### src/logic/video_pkg.sv
package video_pkg;

	//==============================
	// Widths
	//==============================
	typedef logic [7:0]  pixel_t;                          // One colour or luma/chroma sample
	typedef logic [11:0] coord_t;                          // Pixel or line coordinate

	localparam coord_t H_VALID = 12'd1920;                 // Active pixels per line
	localparam coord_t V_VALID = 12'd1080;                 // Active lines per frame

	localparam pixel_t CHROMA_MID = 8'd128;                // Neutral chroma

	//==============================
	// Colour coefficients
	//==============================
	// Forward, 8-bit fractions of 256
	localparam logic [7:0] Y_R  = 8'd77;
	localparam logic [7:0] Y_G  = 8'd150;
	localparam logic [7:0] Y_B  = 8'd29;
	localparam logic [7:0] CB_R = 8'd43;
	localparam logic [7:0] CB_G = 8'd85;
	localparam logic [7:0] CB_B = 8'd128;
	localparam logic [7:0] CR_R = 8'd128;
	localparam logic [7:0] CR_G = 8'd107;
	localparam logic [7:0] CR_B = 8'd21;

	// Inverse, signed so they multiply centred chroma directly
	localparam logic signed [9:0] R_CR = 10'sd359;
	localparam logic signed [9:0] G_CB = 10'sd88;
	localparam logic signed [9:0] G_CR = 10'sd183;
	localparam logic signed [9:0] B_CB = 10'sd454;

	//==============================
	// Stage latencies
	//==============================
	localparam int LAT_WINDOW   = 1;
	localparam int LAT_CSC      = 3;                       // Each colour converter
	localparam int LAT_DOWN     = 1;
	localparam int LAT_UP       = 2;
	localparam int PIPE_LATENCY = LAT_WINDOW + 2 * LAT_CSC + LAT_DOWN + LAT_UP;

	typedef enum logic {
		WIN_CROP = 1'b0,                                   // Only the window passes
		WIN_FULL = 1'b1                                    // Whole frame passes
	} win_mode_e;

	// Saturate a signed intermediate to the 0..255 range
	function automatic pixel_t clamp_pixel(input logic signed [11:0] v);
		if (v < 0)
			return 8'h00;                                  // Underflow
		else if (v > 12'sd255)
			return 8'hff;                                  // Overflow
		else
			return v[7:0];
	endfunction

endpackage

### src/logic/chroma_downsample.sv
`timescale 1ns/100ps
module chroma_downsample (
	input  logic              sys_clk,
	input  logic              Sys_Rst_N,
	input  logic              i_hs,
	input  logic              i_vs,
	input  logic              i_de,
	input  video_pkg::pixel_t i_y,
	input  video_pkg::pixel_t i_cb,
	input  video_pkg::pixel_t i_cr,
	output logic              o_hs,
	output logic              o_vs,
	output logic              o_de,
	output video_pkg::pixel_t o_y,
	output video_pkg::pixel_t o_c
);

	logic phase;                                           // 0 even, 1 odd within a de run

	//==============================
	// Pixel phase
	//==============================
	always_ff @(posedge sys_clk or negedge Sys_Rst_N) begin
		if (!Sys_Rst_N)
			phase <= 1'b0;
		else if (i_de)
			phase <= ~phase;                               // Alternate per pixel
		else
			phase <= 1'b0;                                 // Every run starts even
	end

	//==============================
	// Output register
	//==============================
	always_ff @(posedge sys_clk or negedge Sys_Rst_N) begin
		if (!Sys_Rst_N) begin
			o_hs <= 1'b0;
			o_vs <= 1'b0;
			o_de <= 1'b0;
		end else begin
			o_hs <= i_hs;                                  // One cycle, matches LAT_DOWN
			o_vs <= i_vs;
			o_de <= i_de;
		end
	end

	// Luma untouched, chroma decimated by 2
	always_ff @(posedge sys_clk) begin
		o_y <= i_y;
		if (phase)
			o_c <= i_cr;                                   // Odd pixel carries Cr
		else
			o_c <= i_cb;                                   // Even pixel carries Cb
	end

endmodule

### src/logic/chroma_upsample.sv
`timescale 1ns/100ps
module chroma_upsample (
	input  logic              sys_clk,
	input  logic              Sys_Rst_N,
	input  logic              i_hs,
	input  logic              i_vs,
	input  logic              i_de,
	input  video_pkg::pixel_t i_y,
	input  video_pkg::pixel_t i_c,
	output logic              o_hs,
	output logic              o_vs,
	output logic              o_de,
	output video_pkg::pixel_t o_y,
	output video_pkg::pixel_t o_cb,
	output video_pkg::pixel_t o_cr
);

	logic [video_pkg::LAT_UP-1:0] hs_pipe;                 // Sync delay line
	logic [video_pkg::LAT_UP-1:0] vs_pipe;
	logic [video_pkg::LAT_UP-1:0] de_pipe;

	logic              phase;                              // Phase of current input pixel
	logic              odd_d1;                             // Phase of held pixel
	video_pkg::pixel_t y_d1;                               // Held pixel
	video_pkg::pixel_t c_d1;

	always_ff @(posedge sys_clk or negedge Sys_Rst_N) begin
		if (!Sys_Rst_N) begin
			hs_pipe <= '0;
			vs_pipe <= '0;
			de_pipe <= '0;
			phase   <= 1'b0;
			odd_d1  <= 1'b0;
		end else begin
			hs_pipe <= {hs_pipe[video_pkg::LAT_UP-2:0], i_hs};
			vs_pipe <= {vs_pipe[video_pkg::LAT_UP-2:0], i_vs};
			de_pipe <= {de_pipe[video_pkg::LAT_UP-2:0], i_de};
			phase   <= i_de ? ~phase : 1'b0;               // Same rule as downsampler
			odd_d1  <= phase;
		end
	end

	assign o_hs = hs_pipe[video_pkg::LAT_UP-1];
	assign o_vs = vs_pipe[video_pkg::LAT_UP-1];
	assign o_de = de_pipe[video_pkg::LAT_UP-1];

	//==============================
	// Pair reconstruction
	//==============================
	always_ff @(posedge sys_clk) begin
		y_d1 <= i_y;                                       // Wait one pixel for the Cr
		c_d1 <= i_c;
	end

	// Even pixel leaves when its odd partner is on the input
	always_ff @(posedge sys_clk) begin
		o_y <= y_d1;
		if (odd_d1) begin
			o_cb <= o_cb;                                  // Cb from the even partner
			o_cr <= c_d1;                                  // Own Cr
		end else begin
			o_cb <= c_d1;                                  // Own Cb
			if (i_de)
				o_cr <= i_c;                               // Partner's Cr
			else
				o_cr <= video_pkg::CHROMA_MID;             // Run ended on even pixel
		end
	end

endmodule

### src/logic/frame_window.sv
`timescale 1ns/100ps
module frame_window (
	input  logic                 sys_clk,
	input  logic                 Sys_Rst_N,
	input  logic                 i_hs,
	input  logic                 i_vs,
	input  logic                 i_de,
	input  video_pkg::pixel_t    i_r,
	input  video_pkg::pixel_t    i_g,
	input  video_pkg::pixel_t    i_b,
	input  video_pkg::coord_t    i_win_start_x,
	input  video_pkg::coord_t    i_win_start_y,
	input  video_pkg::coord_t    i_win_end_x,
	input  video_pkg::coord_t    i_win_end_y,
	input  video_pkg::win_mode_e i_win_mode,
	output logic                 o_hs,
	output logic                 o_vs,
	output logic                 o_de,
	output video_pkg::pixel_t    o_r,
	output video_pkg::pixel_t    o_g,
	output video_pkg::pixel_t    o_b
);

	video_pkg::coord_t    win_start_x;                     // Frame-stable window copy
	video_pkg::coord_t    win_start_y;
	video_pkg::coord_t    win_end_x;
	video_pkg::coord_t    win_end_y;
	video_pkg::win_mode_e win_mode;

	video_pkg::coord_t    x_cnt;                           // Column of current input pixel
	video_pkg::coord_t    y_cnt;                           // Line of current input pixel
	logic                 de_prev;                         // For de falling edge
	logic                 in_win;
	logic                 pass;

	//==============================
	// Window parameters
	//==============================
	// Only sampled during vsync so a frame never sees a half-updated window
	always_ff @(posedge sys_clk or negedge Sys_Rst_N) begin
		if (!Sys_Rst_N) begin
			win_start_x <= '0;
			win_start_y <= '0;
			win_end_x   <= video_pkg::H_VALID;
			win_end_y   <= video_pkg::V_VALID;
			win_mode    <= video_pkg::WIN_FULL;
		end else if (i_vs) begin
			win_start_x <= i_win_start_x;
			win_start_y <= i_win_start_y;
			win_end_x   <= i_win_end_x;
			win_end_y   <= i_win_end_y;
			win_mode    <= i_win_mode;
		end
	end

	//==============================
	// Position counters
	//==============================
	always_ff @(posedge sys_clk or negedge Sys_Rst_N) begin
		if (!Sys_Rst_N) begin
			x_cnt   <= '0;
			y_cnt   <= '0;
			de_prev <= 1'b0;
		end else begin
			de_prev <= i_de;
			if (i_de)
				x_cnt <= x_cnt + 12'd1;                    // Next column
			else
				x_cnt <= '0;                               // Blanking restarts the line
			if (i_vs)
				y_cnt <= '0;                               // New frame
			else if (de_prev && !i_de)
				y_cnt <= y_cnt + 12'd1;                    // End of an active line
		end
	end

	assign in_win = (x_cnt >= win_start_x) && (x_cnt < win_end_x) &&
	                (y_cnt >= win_start_y) && (y_cnt < win_end_y);
	assign pass   = (win_mode == video_pkg::WIN_FULL) || in_win;

	//==============================
	// Output register
	//==============================
	always_ff @(posedge sys_clk or negedge Sys_Rst_N) begin
		if (!Sys_Rst_N) begin
			o_hs <= 1'b0;
			o_vs <= 1'b0;
			o_de <= 1'b0;
		end else begin
			o_hs <= i_hs;
			o_vs <= i_vs;
			o_de <= i_de && pass;                          // Gated by window
		end
	end

	always_ff @(posedge sys_clk) begin
		o_r <= i_r;                                        // Colour passes regardless
		o_g <= i_g;
		o_b <= i_b;
	end

endmodule

### src/logic/rgb_to_ycbcr.sv
`timescale 1ns/100ps
module rgb_to_ycbcr (
	input  logic              sys_clk,
	input  logic              Sys_Rst_N,
	input  logic              i_hs,
	input  logic              i_vs,
	input  logic              i_de,
	input  video_pkg::pixel_t i_r,
	input  video_pkg::pixel_t i_g,
	input  video_pkg::pixel_t i_b,
	output logic              o_hs,
	output logic              o_vs,
	output logic              o_de,
	output video_pkg::pixel_t o_y,
	output video_pkg::pixel_t o_cb,
	output video_pkg::pixel_t o_cr
);

	logic [video_pkg::LAT_CSC-1:0] hs_pipe;                // Sync delay line
	logic [video_pkg::LAT_CSC-1:0] vs_pipe;
	logic [video_pkg::LAT_CSC-1:0] de_pipe;

	logic [15:0]        p_yr, p_yg, p_yb;                  // Stage 1 products
	logic [15:0]        p_cbr, p_cbg, p_cbb;
	logic [15:0]        p_crr, p_crg, p_crb;

	logic [15:0]        y_sum;                             // Stage 2 sums
	logic signed [16:0] cb_sum;
	logic signed [16:0] cr_sum;

	logic signed [11:0] cb_val;
	logic signed [11:0] cr_val;

	always_ff @(posedge sys_clk or negedge Sys_Rst_N) begin
		if (!Sys_Rst_N) begin
			hs_pipe <= '0;
			vs_pipe <= '0;
			de_pipe <= '0;
		end else begin
			hs_pipe <= {hs_pipe[video_pkg::LAT_CSC-2:0], i_hs};
			vs_pipe <= {vs_pipe[video_pkg::LAT_CSC-2:0], i_vs};
			de_pipe <= {de_pipe[video_pkg::LAT_CSC-2:0], i_de};
		end
	end

	assign o_hs = hs_pipe[video_pkg::LAT_CSC-1];
	assign o_vs = vs_pipe[video_pkg::LAT_CSC-1];
	assign o_de = de_pipe[video_pkg::LAT_CSC-1];

	//==============================
	// Stage 1 products
	//==============================
	always_ff @(posedge sys_clk) begin
		p_yr  <= 16'(i_r) * 16'(video_pkg::Y_R);
		p_yg  <= 16'(i_g) * 16'(video_pkg::Y_G);
		p_yb  <= 16'(i_b) * 16'(video_pkg::Y_B);
		p_cbr <= 16'(i_r) * 16'(video_pkg::CB_R);
		p_cbg <= 16'(i_g) * 16'(video_pkg::CB_G);
		p_cbb <= 16'(i_b) * 16'(video_pkg::CB_B);
		p_crr <= 16'(i_r) * 16'(video_pkg::CR_R);
		p_crg <= 16'(i_g) * 16'(video_pkg::CR_G);
		p_crb <= 16'(i_b) * 16'(video_pkg::CR_B);
	end

	//==============================
	// Stage 2 sums
	//==============================
	always_ff @(posedge sys_clk) begin
		y_sum  <= p_yr + p_yg + p_yb;                      // Weights total 256, no overflow
		cb_sum <= $signed({1'b0, p_cbb}) - $signed({1'b0, p_cbr}) - $signed({1'b0, p_cbg});
		cr_sum <= $signed({1'b0, p_crr}) - $signed({1'b0, p_crg}) - $signed({1'b0, p_crb});
	end

	// Floor shift then recentre on mid grey
	assign cb_val = 12'(cb_sum >>> 8) + signed'({4'd0, video_pkg::CHROMA_MID});
	assign cr_val = 12'(cr_sum >>> 8) + signed'({4'd0, video_pkg::CHROMA_MID});

	//==============================
	// Stage 3 scale and clamp
	//==============================
	always_ff @(posedge sys_clk) begin
		o_y  <= y_sum[15:8];                               // Max 255 by construction
		o_cb <= video_pkg::clamp_pixel(cb_val);
		o_cr <= video_pkg::clamp_pixel(cr_val);
	end

endmodule

### src/logic/video_color_top.sv
`timescale 1ns/100ps
module video_color_top (
	input  logic                 sys_clk,
	input  logic                 Sys_Rst_N,
	input  logic                 i_hs,
	input  logic                 i_vs,
	input  logic                 i_de,
	input  video_pkg::pixel_t    i_r,
	input  video_pkg::pixel_t    i_g,
	input  video_pkg::pixel_t    i_b,
	input  video_pkg::coord_t    i_win_start_x,
	input  video_pkg::coord_t    i_win_start_y,
	input  video_pkg::coord_t    i_win_end_x,
	input  video_pkg::coord_t    i_win_end_y,
	input  video_pkg::win_mode_e i_win_mode,
	output logic                 o_hs,
	output logic                 o_vs,
	output logic                 o_de,
	output video_pkg::pixel_t    o_r,
	output video_pkg::pixel_t    o_g,
	output video_pkg::pixel_t    o_b
);

	//==============================
	// Stage wiring
	//==============================
	logic              win_hs, win_vs, win_de;             // Window out
	video_pkg::pixel_t win_r, win_g, win_b;
	logic              h444_hs, h444_vs, h444_de;          // YCbCr 4:4:4 after forward CSC
	video_pkg::pixel_t y_444, cb_444, cr_444;
	logic              h422_hs, h422_vs, h422_de;          // Decimated stream
	video_pkg::pixel_t y_422, c_422;
	logic              up_hs, up_vs, up_de;                // Restored 4:4:4
	video_pkg::pixel_t y_up, cb_up, cr_up;

	frame_window u_frame_window (
		.sys_clk       (sys_clk),       .Sys_Rst_N     (Sys_Rst_N),
		.i_hs          (i_hs),          .i_vs          (i_vs),          .i_de (i_de),
		.i_r           (i_r),           .i_g           (i_g),           .i_b  (i_b),
		.i_win_start_x (i_win_start_x), .i_win_start_y (i_win_start_y),
		.i_win_end_x   (i_win_end_x),   .i_win_end_y   (i_win_end_y),
		.i_win_mode    (i_win_mode),
		.o_hs          (win_hs),        .o_vs          (win_vs),        .o_de (win_de),
		.o_r           (win_r),         .o_g           (win_g),         .o_b  (win_b)
	);

	rgb_to_ycbcr u_rgb_to_ycbcr (
		.sys_clk (sys_clk), .Sys_Rst_N (Sys_Rst_N),
		.i_hs    (win_hs),  .i_vs      (win_vs),   .i_de (win_de),
		.i_r     (win_r),   .i_g       (win_g),    .i_b  (win_b),
		.o_hs    (h444_hs), .o_vs      (h444_vs),  .o_de (h444_de),
		.o_y     (y_444),   .o_cb      (cb_444),   .o_cr (cr_444)
	);

	chroma_downsample u_chroma_downsample (
		.sys_clk (sys_clk), .Sys_Rst_N (Sys_Rst_N),
		.i_hs    (h444_hs), .i_vs      (h444_vs),  .i_de (h444_de),
		.i_y     (y_444),   .i_cb      (cb_444),   .i_cr (cr_444),
		.o_hs    (h422_hs), .o_vs      (h422_vs),  .o_de (h422_de),
		.o_y     (y_422),   .o_c       (c_422)
	);

	chroma_upsample u_chroma_upsample (
		.sys_clk (sys_clk), .Sys_Rst_N (Sys_Rst_N),
		.i_hs    (h422_hs), .i_vs      (h422_vs),  .i_de (h422_de),
		.i_y     (y_422),   .i_c       (c_422),
		.o_hs    (up_hs),   .o_vs      (up_vs),    .o_de (up_de),
		.o_y     (y_up),    .o_cb      (cb_up),    .o_cr (cr_up)
	);

	ycbcr_to_rgb u_ycbcr_to_rgb (
		.sys_clk (sys_clk), .Sys_Rst_N (Sys_Rst_N),
		.i_hs    (up_hs),   .i_vs      (up_vs),    .i_de (up_de),
		.i_y     (y_up),    .i_cb      (cb_up),    .i_cr (cr_up),
		.o_hs    (o_hs),    .o_vs      (o_vs),     .o_de (o_de),
		.o_r     (o_r),     .o_g       (o_g),      .o_b  (o_b)
	);

endmodule

### src/logic/ycbcr_to_rgb.sv
`timescale 1ns/100ps
module ycbcr_to_rgb (
	input  logic              sys_clk,
	input  logic              Sys_Rst_N,
	input  logic              i_hs,
	input  logic              i_vs,
	input  logic              i_de,
	input  video_pkg::pixel_t i_y,
	input  video_pkg::pixel_t i_cb,
	input  video_pkg::pixel_t i_cr,
	output logic              o_hs,
	output logic              o_vs,
	output logic              o_de,
	output video_pkg::pixel_t o_r,
	output video_pkg::pixel_t o_g,
	output video_pkg::pixel_t o_b
);

	logic [video_pkg::LAT_CSC-1:0] hs_pipe;                // Sync delay line
	logic [video_pkg::LAT_CSC-1:0] vs_pipe;
	logic [video_pkg::LAT_CSC-1:0] de_pipe;

	video_pkg::pixel_t  y_d1;                              // Luma follows the chroma math
	video_pkg::pixel_t  y_d2;
	logic signed [8:0]  cb_off;                            // Chroma centred on zero
	logic signed [8:0]  cr_off;

	logic signed [17:0] r_prod;                            // Stage 2 products
	logic signed [17:0] g_prod;
	logic signed [17:0] b_prod;

	logic signed [11:0] y_ext;
	logic signed [11:0] r_val;
	logic signed [11:0] g_val;
	logic signed [11:0] b_val;

	always_ff @(posedge sys_clk or negedge Sys_Rst_N) begin
		if (!Sys_Rst_N) begin
			hs_pipe <= '0;
			vs_pipe <= '0;
			de_pipe <= '0;
		end else begin
			hs_pipe <= {hs_pipe[video_pkg::LAT_CSC-2:0], i_hs};
			vs_pipe <= {vs_pipe[video_pkg::LAT_CSC-2:0], i_vs};
			de_pipe <= {de_pipe[video_pkg::LAT_CSC-2:0], i_de};
		end
	end

	assign o_hs = hs_pipe[video_pkg::LAT_CSC-1];
	assign o_vs = vs_pipe[video_pkg::LAT_CSC-1];
	assign o_de = de_pipe[video_pkg::LAT_CSC-1];

	//==============================
	// Stage 1 remove offset
	//==============================
	always_ff @(posedge sys_clk) begin
		y_d1   <= i_y;
		cb_off <= $signed({1'b0, i_cb}) - $signed({1'b0, video_pkg::CHROMA_MID});
		cr_off <= $signed({1'b0, i_cr}) - $signed({1'b0, video_pkg::CHROMA_MID});
	end

	//==============================
	// Stage 2 scaled products
	//==============================
	always_ff @(posedge sys_clk) begin
		y_d2   <= y_d1;
		r_prod <= 18'(video_pkg::R_CR) * 18'(cr_off);
		g_prod <= 18'(video_pkg::G_CB) * 18'(cb_off) + 18'(video_pkg::G_CR) * 18'(cr_off);
		b_prod <= 18'(video_pkg::B_CB) * 18'(cb_off);
	end

	// Shift before adding Y and subtract the green term as a whole
	assign y_ext = {4'd0, y_d2};
	assign r_val = y_ext + 12'(r_prod >>> 8);
	assign g_val = y_ext - 12'(g_prod >>> 8);
	assign b_val = y_ext + 12'(b_prod >>> 8);

	//==============================
	// Stage 3 add and clamp
	//==============================
	always_ff @(posedge sys_clk) begin
		o_r <= video_pkg::clamp_pixel(r_val);              // Saturates strong reds
		o_g <= video_pkg::clamp_pixel(g_val);
		o_b <= video_pkg::clamp_pixel(b_val);              // Widest swing of the three
	end

endmodule

### config.mk
export PLATFORM = sky130hd
export DESIGN_NAME = video_color_top
export DESIGN_NICKNAME = d
export VERILOG_FILES = /design/src/logic/video_pkg.sv /design/src/logic/chroma_downsample.sv /design/src/logic/chroma_upsample.sv /design/src/logic/frame_window.sv /design/src/logic/rgb_to_ycbcr.sv /design/src/logic/video_color_top.sv /design/src/logic/ycbcr_to_rgb.sv
export SDC_FILE = /design/constraint.sdc
export NUM_CORES = 1
export LEC_CHECK = 0
export BUFFER_PORTS_ARGS = -buffer_cell sky130_fd_sc_hd__buf_2
export CAP_MARGIN = 10
export CORE_ASPECT_RATIO = 1.75
export CORE_MARGIN = 2
export CORE_UTILIZATION = 57
export DETAILED_ROUTE_END_ITERATION = 12
export PLACE_DENSITY = 0.77
export SETUP_SLACK_MARGIN = 0.1
export SYNTH_ARGS = -nofsm -noshare
export SYNTH_HDL_FRONTEND = slang
export SYNTH_SLANG_ARGS = --single-unit
### constraint.sdc
create_clock -name sys_clk -period 5.2 [get_ports sys_clk]
set_input_delay 0.26 -clock sys_clk [delete_from_list [all_inputs] [get_ports sys_clk]]
set_output_delay 0.26 -clock sys_clk [all_outputs]
set_load 0.02 [all_outputs]
# Word level (Yosys, flattened, before mapping)
# Cells that the tools add are included.
# W data, S select, Z words.
# word_totals
ff_bits	488
latchBits	0
mem_bits_rw	0
romBits	0
in_bits	78
n_memories	0
# classes
add_sub_neg	16
multipliers	11
div_mod_pow	0
magnitude_cmp	14
eq_ne	0
shift	0
mux	13
bitwise	2
reduce_logical	8
# ops
op	n
$mux W8	8
$mul A8 B7 Y15 const B	4
$mux W12	3
$gt A11 B9 Y1 const B	3
$lt A11 B1 Y1 const B	3
$mul A8 B5 Y13 const B	2
$add A12 B1 Y12 const B	2
$ge A12 B12 Y1	2
$lt A12 B12 Y1	2
$add A9 B10 Y11	2
$add A9 B9 Y10 const B	2
$gt A10 B9 Y1 const B	2
$lt A10 B1 Y1 const B	2
$add A18 B18 Y18	1
$mul A10 B9 Y18 const A	1
$mul A9 B9 Y18 const A	1
$sub A8 B8 Y9 const B	2
$mul A9 B9 Y17 const A	1
$sub A17 B14 Y17	1
$sub A17 B16 Y17	1
$add A15 B16 Y16	1
$add A16 B13 Y16	1
$sub A15 B14 Y16	1
$sub A15 B15 Y16	1
other kinds (9)	15

# Logic depth before layout (Yosys ltp)
# Gate-level depths: netlist (run 1).
# depth
ltp_word	6
depth_mapped	23

# By module
# A second synthesis (run 1) with hierarchy kept.
# unflattened
cells_unflattened	2610
area_unflattened_um2	26630.5
# by_module_without_submodules
module	n_inst	cells_each	area_per_inst_um2
rgb_to_ycbcr	1	1180	11820.1
ycbcr_to_rgb	1	893	8526.9
frame_window	1	443	4518.1
chroma_upsample	1	64	1204.9
chroma_downsample	1	30	560.5

# Least setup slack after synthesis (run 1)
# OpenSTA, ideal clock, no wires.
# synth_path
kind	flip-flop to flip-flop
start	register u_ycbcr_to_rgb.cb_off[1]
end	register u_ycbcr_to_rgb.g_prod[17]
t_arrival_ns	4.779
setup_slack_ns	0.299
stages_incl_launch_ff	20
path_buffers	0
period_less_slack_ns	4.901
cell_sequence	dfxtp_1 -> ha_1 -> fa_1 -> ha_1 -> a21oi_1 -> o21ai_0 -> a21oi_1 -> xnor2_1 -> ha_1 -> inv_1 -> fa_1 -> fa_1 -> inv_1 -> ha_1 -> o21a_1 -> nor2_1 -> a2111o_1 -> a21boi_1 -> nor4_1 -> a311o_1
# synth_via
elab_chain_len	2
# synth_lines
item	line	text
start, declared	ycbcr_to_rgb.sv:25	logic signed [8:0] cb_off;
start signal, assigned	ycbcr_to_rgb.sv:58	cb_off <= $signed({1'b0, i_cb}) - $signed({1'b0, video_pkg::CHROMA_MID});
$mul A5 B9 Y14	ycbcr_to_rgb.sv:68	g_prod <= 18'(video_pkg::G_CB) * 18'(cb_off) + 18'(video_pkg::G_CR) * 18'(cr_off);
$add A18 B18 Y18	ycbcr_to_rgb.sv:68	
end signal, assigned	ycbcr_to_rgb.sv:68	
end, declared	ycbcr_to_rgb.sv:29	logic signed [17:0] g_prod;
# No other way between the ends.
# A chain may end at the register's enable or synchronous reset.

# Worst setup path after layout (run 1)
# layout_path
start	register u_ycbcr_to_rgb.cb_off[0]
end	register u_ycbcr_to_rgb.g_prod[17]
# Same word-level chain as after synthesis.

==> results.py, run 1 <==
metrics = {
    "status": {
        "status": "finished, final reports clean",
    },
    "synth": {
        "synthArstFlopShare_pct": 25.2,
        "synth_top_cell_by_area": "dfxtp_1",
        "synth-edff-count": 8,
        "synth_seq_cells": 425,
        "syn_nets": 3307,
        "synth_area_mm2": 0.0265,
        "dominantRegCellSynth": "dfxtp_1",
        "synth_seq_area_share_pct": 34.5,
        "ys.warnings.count": 0,
        "synth.top_cells.by_area": "dfxtp_1, ha_1, fa_1, dfrtp_1, inv_1",
        "avgSynthCellArea_um2": 10.2,
        "synth_cell_type_count": 80,
        "syn_inst": 2604,
        "synth_top_area_share_pct": 23.4,
    },
    "placement": {
        "gp_congestion": 0.917,
        "place_hpwl_mm": 44.8,
        "io_buffers": 104,
    },
    "critical_path": {
        "critPathKind": "reg -> reg",
        "crit_chain": "ha_1 -> ha_1 -> ha_1 -> a21o_1 -> a21oi_2 -> xnor2_1 -> fa_1 -> inv_1 -> fa_1 -> inv_1 -> fa_1 -> ha_4 -> nor2b_1 -> a31oi_2 -> a2111o_1 -> a21boi_2 -> nor4_1 -> a311o_1",
        "max_stage_delay_ns": 0.52,
        "cp-end-kind": "register",
        "crit_family": "adder cells",
        "cp_slowest_cell": "fa_1",
        "ff2ff_path_depth": 18,
        "rrSetupSlack_ns": 0.24,
        "setup.worst_path.start_class": "register",
        "cp.arrival_ns": 5.41,
        "worstReg2RegEnd": "u_ycbcr_to_rgb.g_prod[17]$_DFF_P_",
        "crit_fanout": 3,
        "crit_required_ns": 5.65,
        "path_buf_inv": 2,
        "r2r-start": "u_ycbcr_to_rgb.cb_off[0]$_DFF_P_",
    },
    "floorplanning": {
        "io_pins": 105,
        "coreArea_mm2": 0.0459,
        "dieHeight_um": 289,
        "die_area_mm2": 0.0483,
        "die-width_um": 167,
        "rows": 104,
        "start_util_pct": 57.7,
    },
    "route": {
        "firstDrtPassIters": 5,
        "met3_length_mm": 1.56,
        "drt_wl_total_mm": 57.1,
        "met2_wirelength_mm": 32.3,
        "drt_iter0_drc": 809,
        "via_per_inst": 5.44,
        "top_layer_used": "met4",
        "wl_per_cell_um": 16.6,
        "wl_met1_mm": 19.3,
        "ant_nets": 0,
        "drcViolationCount": 0,
        "vias": 18700,
    },
    "cts": {
        "clkLatencyLatePin_ns": 0.56,
        "clockBufferDepth": 3,
        "clkSinkCount": 425,
        "htree_levels": 2,
        "root_buffer": "clkbuf_16",
        "path_clk_slew_ns": 0.07,
        "cts_tree": "built",
        "numCtsBuffers": 41,
    },
    "worst_hold_path": {
        "min_path_type": "in -> async",
    },
    "sta": {
        "min_period_ns": 4.96,
        "worst_pin_slew_ns": 1.05,
        "timing.final.crit_share_pct": 95.4,
        "finalSetupTns_ns": 0,
        "report.final.slew_viol_count": 0,
        "setup_violations": 0,
        "finalHoldViolations": 0,
        "clock.fmax_ghz": 0.202,
        "relSlewSlack_pct": 30.0,
        "finalClockSkew_ns": 0.0323,
        "rsz0062_at_grt": "false",
    },
    "grt": {
        "grt_pass1_wl_mm": 94.1,
        "antenna_found_initial": 1,
        "grt_max_degree": 71,
        "gr-usage-all-layers_pct": 24.1,
        "grt_overflow": 0,
        "grt_pass1_vias": 20100,
    },
    "layout": {
        "area_delta_synth_final_pct": 13.5,
        "drive_gt1_share_pct": 9.29,
        "fin_nets": 3521,
    },
    "job": {
        "max_cap_viol_count": 0,
    },
}
==> how the worst max path moves through the flow <==
| stage | slack, ns | start | depth (start not counted) | end |
|---|---|---|---|---|
| after global routing | 0.08 | u_ycbcr_to_rgb.cb_off[2]$_DFF_P_ | 18 | u_ycbcr_to_rgb.g_prod[17]$_DFF_P_ |
| final | 0.24 | u_ycbcr_to_rgb.cb_off[0]$_DFF_P_ | 18 | u_ycbcr_to_rgb.g_prod[17]$_DFF_P_ |
| after detailed placement | 0.09 | u_ycbcr_to_rgb.cb_off[1]$_DFF_P_ | 23 | u_ycbcr_to_rgb.g_prod[17]$_DFF_P_ |
| after floorplan | 0.30 | u_ycbcr_to_rgb.cb_off[1]$_DFF_P_ | 19 | u_ycbcr_to_rgb.g_prod[17]$_DFF_P_ |
| after global placement | 0.12 | u_ycbcr_to_rgb.cb_off[1]$_DFF_P_ | 19 | u_ycbcr_to_rgb.g_prod[17]$_DFF_P_ |
| after CTS | 0.11 | u_ycbcr_to_rgb.cb_off[1]$_DFF_P_ | 23 | u_ycbcr_to_rgb.g_prod[17]$_DFF_P_ |
==> cell type report <==
class	instances	area, um^2
clock inverters	25	278
repair buffers	197	1420
multi-input cells	1677	15600
diodes	1	2.50
fillers	3556	15900
inverters	476	1790
flip-flops and latches	425	9140
clock buffers	51	1130
well taps	583	729
==> what timing repair did <==
item	CTS	global route
resized for setup	1	20
endpoints found under the setup margin	1	5
endpoints found under the hold margin	122	0
pin swaps	0	9
hold buffers	76	0
cloned	0	0
buffers inserted	0	1
==> routing by layer <==
metal  global-route usage (%)  up-vias
met1                     22.0     9009
met5                        0        -
met4                     14.6        0
met3                     2.58      196
met2                     49.9      407
li1                         -     9091
==> stage by stage <==
step / cells / instance area [um^2] / worst slack, ns / hold slack (ns) / utilization, %
6_report: 3435 / 30100 / 0.238 / 0.320 / 65.5
5_1_grt: 3435 / 30100 / 0.0754 / 0.315 / 65.5
4_1_cts: 3433 / 29900 / 0.106 / 0.301 / 65.2
3_5_place_dp: 3281 / 27800 / 0.0894 / 0.312 / 60.4
3_3_place_gp: 3281 / 27800 / 0.118 / 0.311 / 60.4
2_1_floorplan: 2604 / 26500 / 0.299 / -0.0356 / -
==> worst register-to-register path, delay by kind of cell, from the launching register on <==
family	cells	cell delay, ns
compound gates	6	1.39
xor+xnor	1	0.09
fa+ha+maj	7	2.71
buf+inv	2	0.12
flops	1	0.32
simple gates	2	0.22
==> logic make-up (layout without fill, tap and decap cells) <==
group | after synthesis | after routing | synth area share (%)
and+or+nand+nor | 417 | 417 | 7.79
muxes | 15 | 15 | 0.628
DFF | 425 | 425 | 34.5
other | 0 | 1 | 0
AOI/OAI and AO/OA | 443 | 443 | 10.7
xor gates and xnor gates | 177 | 177 | 5.88
adders and majority gates | 625 | 625 | 33.4
buffers and inverters | 502 | 749 | 7.11
==> placed cells by master (no fill, tap or decap), types with 76 or more instances in the layout <==
cell type / synthesis / routed
ha_1: 487 / 481
dfrtp_1: 98 / 98
fa_1: 138 / 137
a21oi_1: 117 / 114
buf_2: 0 / 103
nor2_1: 112 / 112
nand2_1: 105 / 105
dlygate4sd3_1: 0 / 76
inv_1: 476 / 476
xnor2_1: 115 / 115
o21ai_0: 103 / 102
dfxtp_1: 310 / 308
==> state kept, by name (all words and copies together) (netlist names), 12 cells and up <==
signal,cells
u_frame_window.win_end_x,12
u_frame_window.win_end_y,12
u_frame_window.win_start_x,12
u_frame_window.win_start_y,12
u_frame_window.x_cnt,12
u_frame_window.y_cnt,12
u_rgb_to_ycbcr.p_cbg,14
u_rgb_to_ycbcr.p_cbr,13
u_rgb_to_ycbcr.p_yb,13
u_rgb_to_ycbcr.p_yg,15
u_rgb_to_ycbcr.p_yr,15
==> synth_stat cells, types with 4 or more instances <==
cell type / number
dfstp_2: 9
or4_1: 4
and3_1: 16
nand2b_1: 19
nand3_1: 31
a21oi_1: 117
o21ai_1: 25
a221oi_1: 4
dfrtp_1: 98
o31ai_1: 5
nor4_1: 9
nand3b_1: 6
or2_2: 13
dfxtp_1: 310
o211ai_1: 6
o21a_1: 20
a21boi_0: 5
a211oi_1: 14
inv_1: 476
xor2_1: 61
edfxtp_1: 8
nand4_1: 7
o21ai_0: 103
fa_1: 138
a22o_1: 6
nor2_1: 112
clkbuf_1: 23
o21bai_1: 23
and2_1: 17
a21o_1: 33
a21oi_2: 4
a31oi_1: 20
a2111o_1: 4
and4_1: 4
nor3_1: 31
nand2_1: 105
ha_1: 487
a22oi_1: 4
xnor2_1: 115
mux2_2: 13
nor2b_1: 20
or3_1: 9
a2111oi_0: 4
Power of run 1 is left out: the tool's default activity adds up to more than one toggle a clock period on the data nets, which glitch-free logic cannot reach.
==> run 2: changes to the inputs <==
--- a/config.mk
+++ b/config.mk
@@ -9,9 +9,9 @@
 export CAP_MARGIN = 10
 export CORE_ASPECT_RATIO = 1.75
 export CORE_MARGIN = 2
-export CORE_UTILIZATION = 57
+export CORE_UTILIZATION = 65
 export DETAILED_ROUTE_END_ITERATION = 12
-export PLACE_DENSITY = 0.77
+export PLACE_DENSITY = 0.83
 export SETUP_SLACK_MARGIN = 0.1
 export SYNTH_ARGS = -nofsm -noshare
 export SYNTH_HDL_FRONTEND = slang
==> constraint.sdc (replaced) <==
create_clock -name sys_clk -period 6.15 [get_ports sys_clk]
set_input_delay 0.3075 -clock sys_clk [delete_from_list [all_inputs] [get_ports sys_clk]]
set_output_delay 0.3075 -clock sys_clk [all_outputs]
set_load 0.02 [all_outputs]
==> run 2 against run 1 <==
Effect of this change:
- worst setup slack gained 0.56 ns
- wire length up 2.6%
- die area shrank 12%
- register-to-register slack better by 0.56 ns
- sequential share of layout area rose by 0.30 points
- clock-buffer cell count stayed put
- clock skew decreased by 0.0027 ns
- cell count is 1.7% lower
- critical path depth increased by 1
- via count grew 0.64%
- first-iteration DRC count decreased by 11%
- non-clock buffer count is 18 lower
- critical path type unchanged
- largest cell class unchanged
- highest routed layer unchanged
==> results.py, run 2 (synthesis results as in run 1) <==
metrics = {
    "floorplanning": {
        "die_area_mm2": 0.0425,
        "rows": 97,
        "coreArea_mm2": 0.0402,
        "dieHeight_um": 271,
        "start_util_pct": 65.9,
        "die-width_um": 157,
        "io_pins": 105,
    },
    "grt": {
        "grt_overflow": 0,
        "antenna_found_initial": 0,
        "grt_max_degree": 62,
        "gr-usage-all-layers_pct": 28.5,
        "grt_pass1_wl_mm": 96.0,
        "grt_pass1_vias": 20600,
    },
    "critical_path": {
        "setup.worst_path.start_class": "register",
        "cp-end-kind": "register",
        "cpMostUsedCell": "ha_1",
        "r2r-start": "u_ycbcr_to_rgb.cb_off[1]$_DFF_P_",
        "critPathKind": "reg -> reg",
        "crit_family": "adder cells",
        "crit_fanout": 7,
        "cp.arrival_ns": 5.79,
        "path_buf_inv": 2,
        "cp_slowest_cell": "fa_1",
        "rrSetupSlack_ns": 0.80,
        "worstReg2RegEnd": "u_ycbcr_to_rgb.g_prod[17]$_DFF_P_",
        "ff2ff_path_depth": 19,
        "max_stage_delay_ns": 0.55,
        "cp-startpoint": "u_ycbcr_to_rgb.cb_off[1]$_DFF_P_",
        "crit_required_ns": 6.59,
        "crit_chain": "ha_1 -> fa_1 -> ha_1 -> a21oi_1 -> o21ai_0 -> a21oi_1 -> xnor2_1 -> ha_1 -> inv_1 -> fa_1 -> fa_1 -> inv_1 -> ha_1 -> o21a_1 -> nor2_1 -> a2111o_1 -> a21boi_1 -> nor4_1 -> a311o_1",
    },
    "layout": {
        "final_cell_mix": "ha_1, inv_1, dfxtp_1",
        "area_delta_synth_final_pct": 12.4,
        "mostFrequentLayoutCell": "ha_1",
        "stdcell_count": 3375,
        "design_area_mm2": 0.0298,
        "top_regs": "u_rgb_to_ycbcr.p_yg (15), u_rgb_to_ycbcr.p_yr (15), u_rgb_to_ycbcr.p_cbg (14)",
        "antenna_cells": 0,
        "drive_gt1_share_pct": 8.05,
        "fin_nets": 3502,
    },
    "placement": {
        "gp_congestion": 0.890,
        "place_ws_ns": 0.844,
        "place_hpwl_mm": 44.7,
        "io_buffers": 104,
        "placed_area_mm2": 0.0276,
        "placed_cells": 3229,
    },
    "sta": {
        "relSlewSlack_pct": 48.7,
        "rsz0062_at_grt": "false",
        "min_period_ns": 5.35,
        "finalHoldViolations": 0,
        "finalClockSkew_ns": 0.0296,
        "setup_violations": 0,
        "timing.final.crit_share_pct": 87.0,
        "worst_pin_slew_ns": 0.769,
        "report.final.slew_viol_count": 0,
        "finalSetupTns_ns": 0,
        "fin_ws_ns": 0.800,
        "clock.fmax_ghz": 0.187,
    },
    "worst_hold_path": {
        "min_path_type": "in -> reg",
        "min_path_cells": 1,
        "min_to": "u_frame_window.de_prev$_DFF_PN0_",
        "hp-start": "i_de",
    },
    "cts": {
        "clkLatencyLatePin_ns": 0.56,
        "cts_resized": 0,
        "cts_tree": "built",
        "clkSinkCount": 425,
        "path_clk_slew_ns": 0.07,
        "root_buffer": "clkbuf_16",
        "clockBufferDepth": 3,
        "numCtsBuffers": 40,
        "htree_levels": 2,
    },
    "route": {
        "drt_iter0_drc": 719,
        "ant_nets": 0,
        "via_per_inst": 5.58,
        "firstDrtPassIters": 6,
        "drt_wl_total_mm": 58.6,
        "vias": 18800,
        "drcViolationCount": 0,
        "wl_per_cell_um": 17.4,
    },
    "status": {
        "status": "finished, final reports clean",
    },
    "job": {
        "max_cap_viol_count": 0,
    },
}
-- run 2: cell count changes in the layout (fill, tap and decap cells not counted), moves of 4 or more --
cell | before | now
ha_1 | 481 | 487
clkinv_4 | 4 | 0
dlygate4sd3_1 | 76 | 72
ha_4 | 5 | 0
buf_4 | 17 | 4
-- run 2: worst max-delay path by stage --
stage                     cells past startpoint                                 to
after floorplan                              19  u_ycbcr_to_rgb.g_prod[17]$_DFF_P_
after global placement                       19  u_ycbcr_to_rgb.g_prod[17]$_DFF_P_
after detailed placement                     19  u_ycbcr_to_rgb.g_prod[17]$_DFF_P_
after CTS                                    19  u_ycbcr_to_rgb.g_prod[17]$_DFF_P_
after global routing                         19  u_ycbcr_to_rgb.g_prod[17]$_DFF_P_
final                                        19  u_ycbcr_to_rgb.g_prod[17]$_DFF_P_
-- run 2: what timing repair did --
item	in CTS	in global routing
endpoints found under the hold margin	119	0
hold buffers	72	0
setup buffers	0	0
-- run 2: area by class of cell --
cell class | instances | area [um^2]
inverters | 476 | 1790
clock buffers | 51 | 1090
repair buffers | 179 | 1270
multi-input cells | 1677 | 15500
fillers | 2743 | 10400
flip-flops and latches | 425 | 9140
well taps | 544 | 681
clock inverters | 23 | 332
-- run 2: worst reg2reg max path: stages, from the launching register on --
cell and delay (ns):
dfxtp_1 0.53, ha_1 0.31, fa_1 0.46, ha_1 0.34
a21oi_1 0.22, o21ai_0 0.11, a21oi_1 0.24, xnor2_1 0.15
ha_1 0.24, inv_1 0.07, fa_1 0.44, fa_1 0.55
inv_1 0.04, ha_1 0.30, o21a_1 0.13, nor2_1 0.06
a2111o_1 0.39, a21boi_1 0.24, nor4_1 0.08, a311o_1 0.32
-- run 2: routing by layer --
metal	track usage (%)	vias up	wire, um	part of all wire, %
met1	25.4	9092	19200	33
met2	56.9	425	32700	56
met3	3.09	245	1550	2.6
met5	0	-	0	0
met4	20.9	0	5050	8.6
li1	-	9060	-	-
-- run 2: metrics by stage --
step	utilization (%)	hold WS, ns
after floorplan	-	0.0119
final	74.1	0.0219
after CTS	74.1	0.00212
after detailed placement	68.8	0.312
after global routing	74.1	0.0104
after global placement	68.8	0.311
Power of run 2 is left out for the same reason.
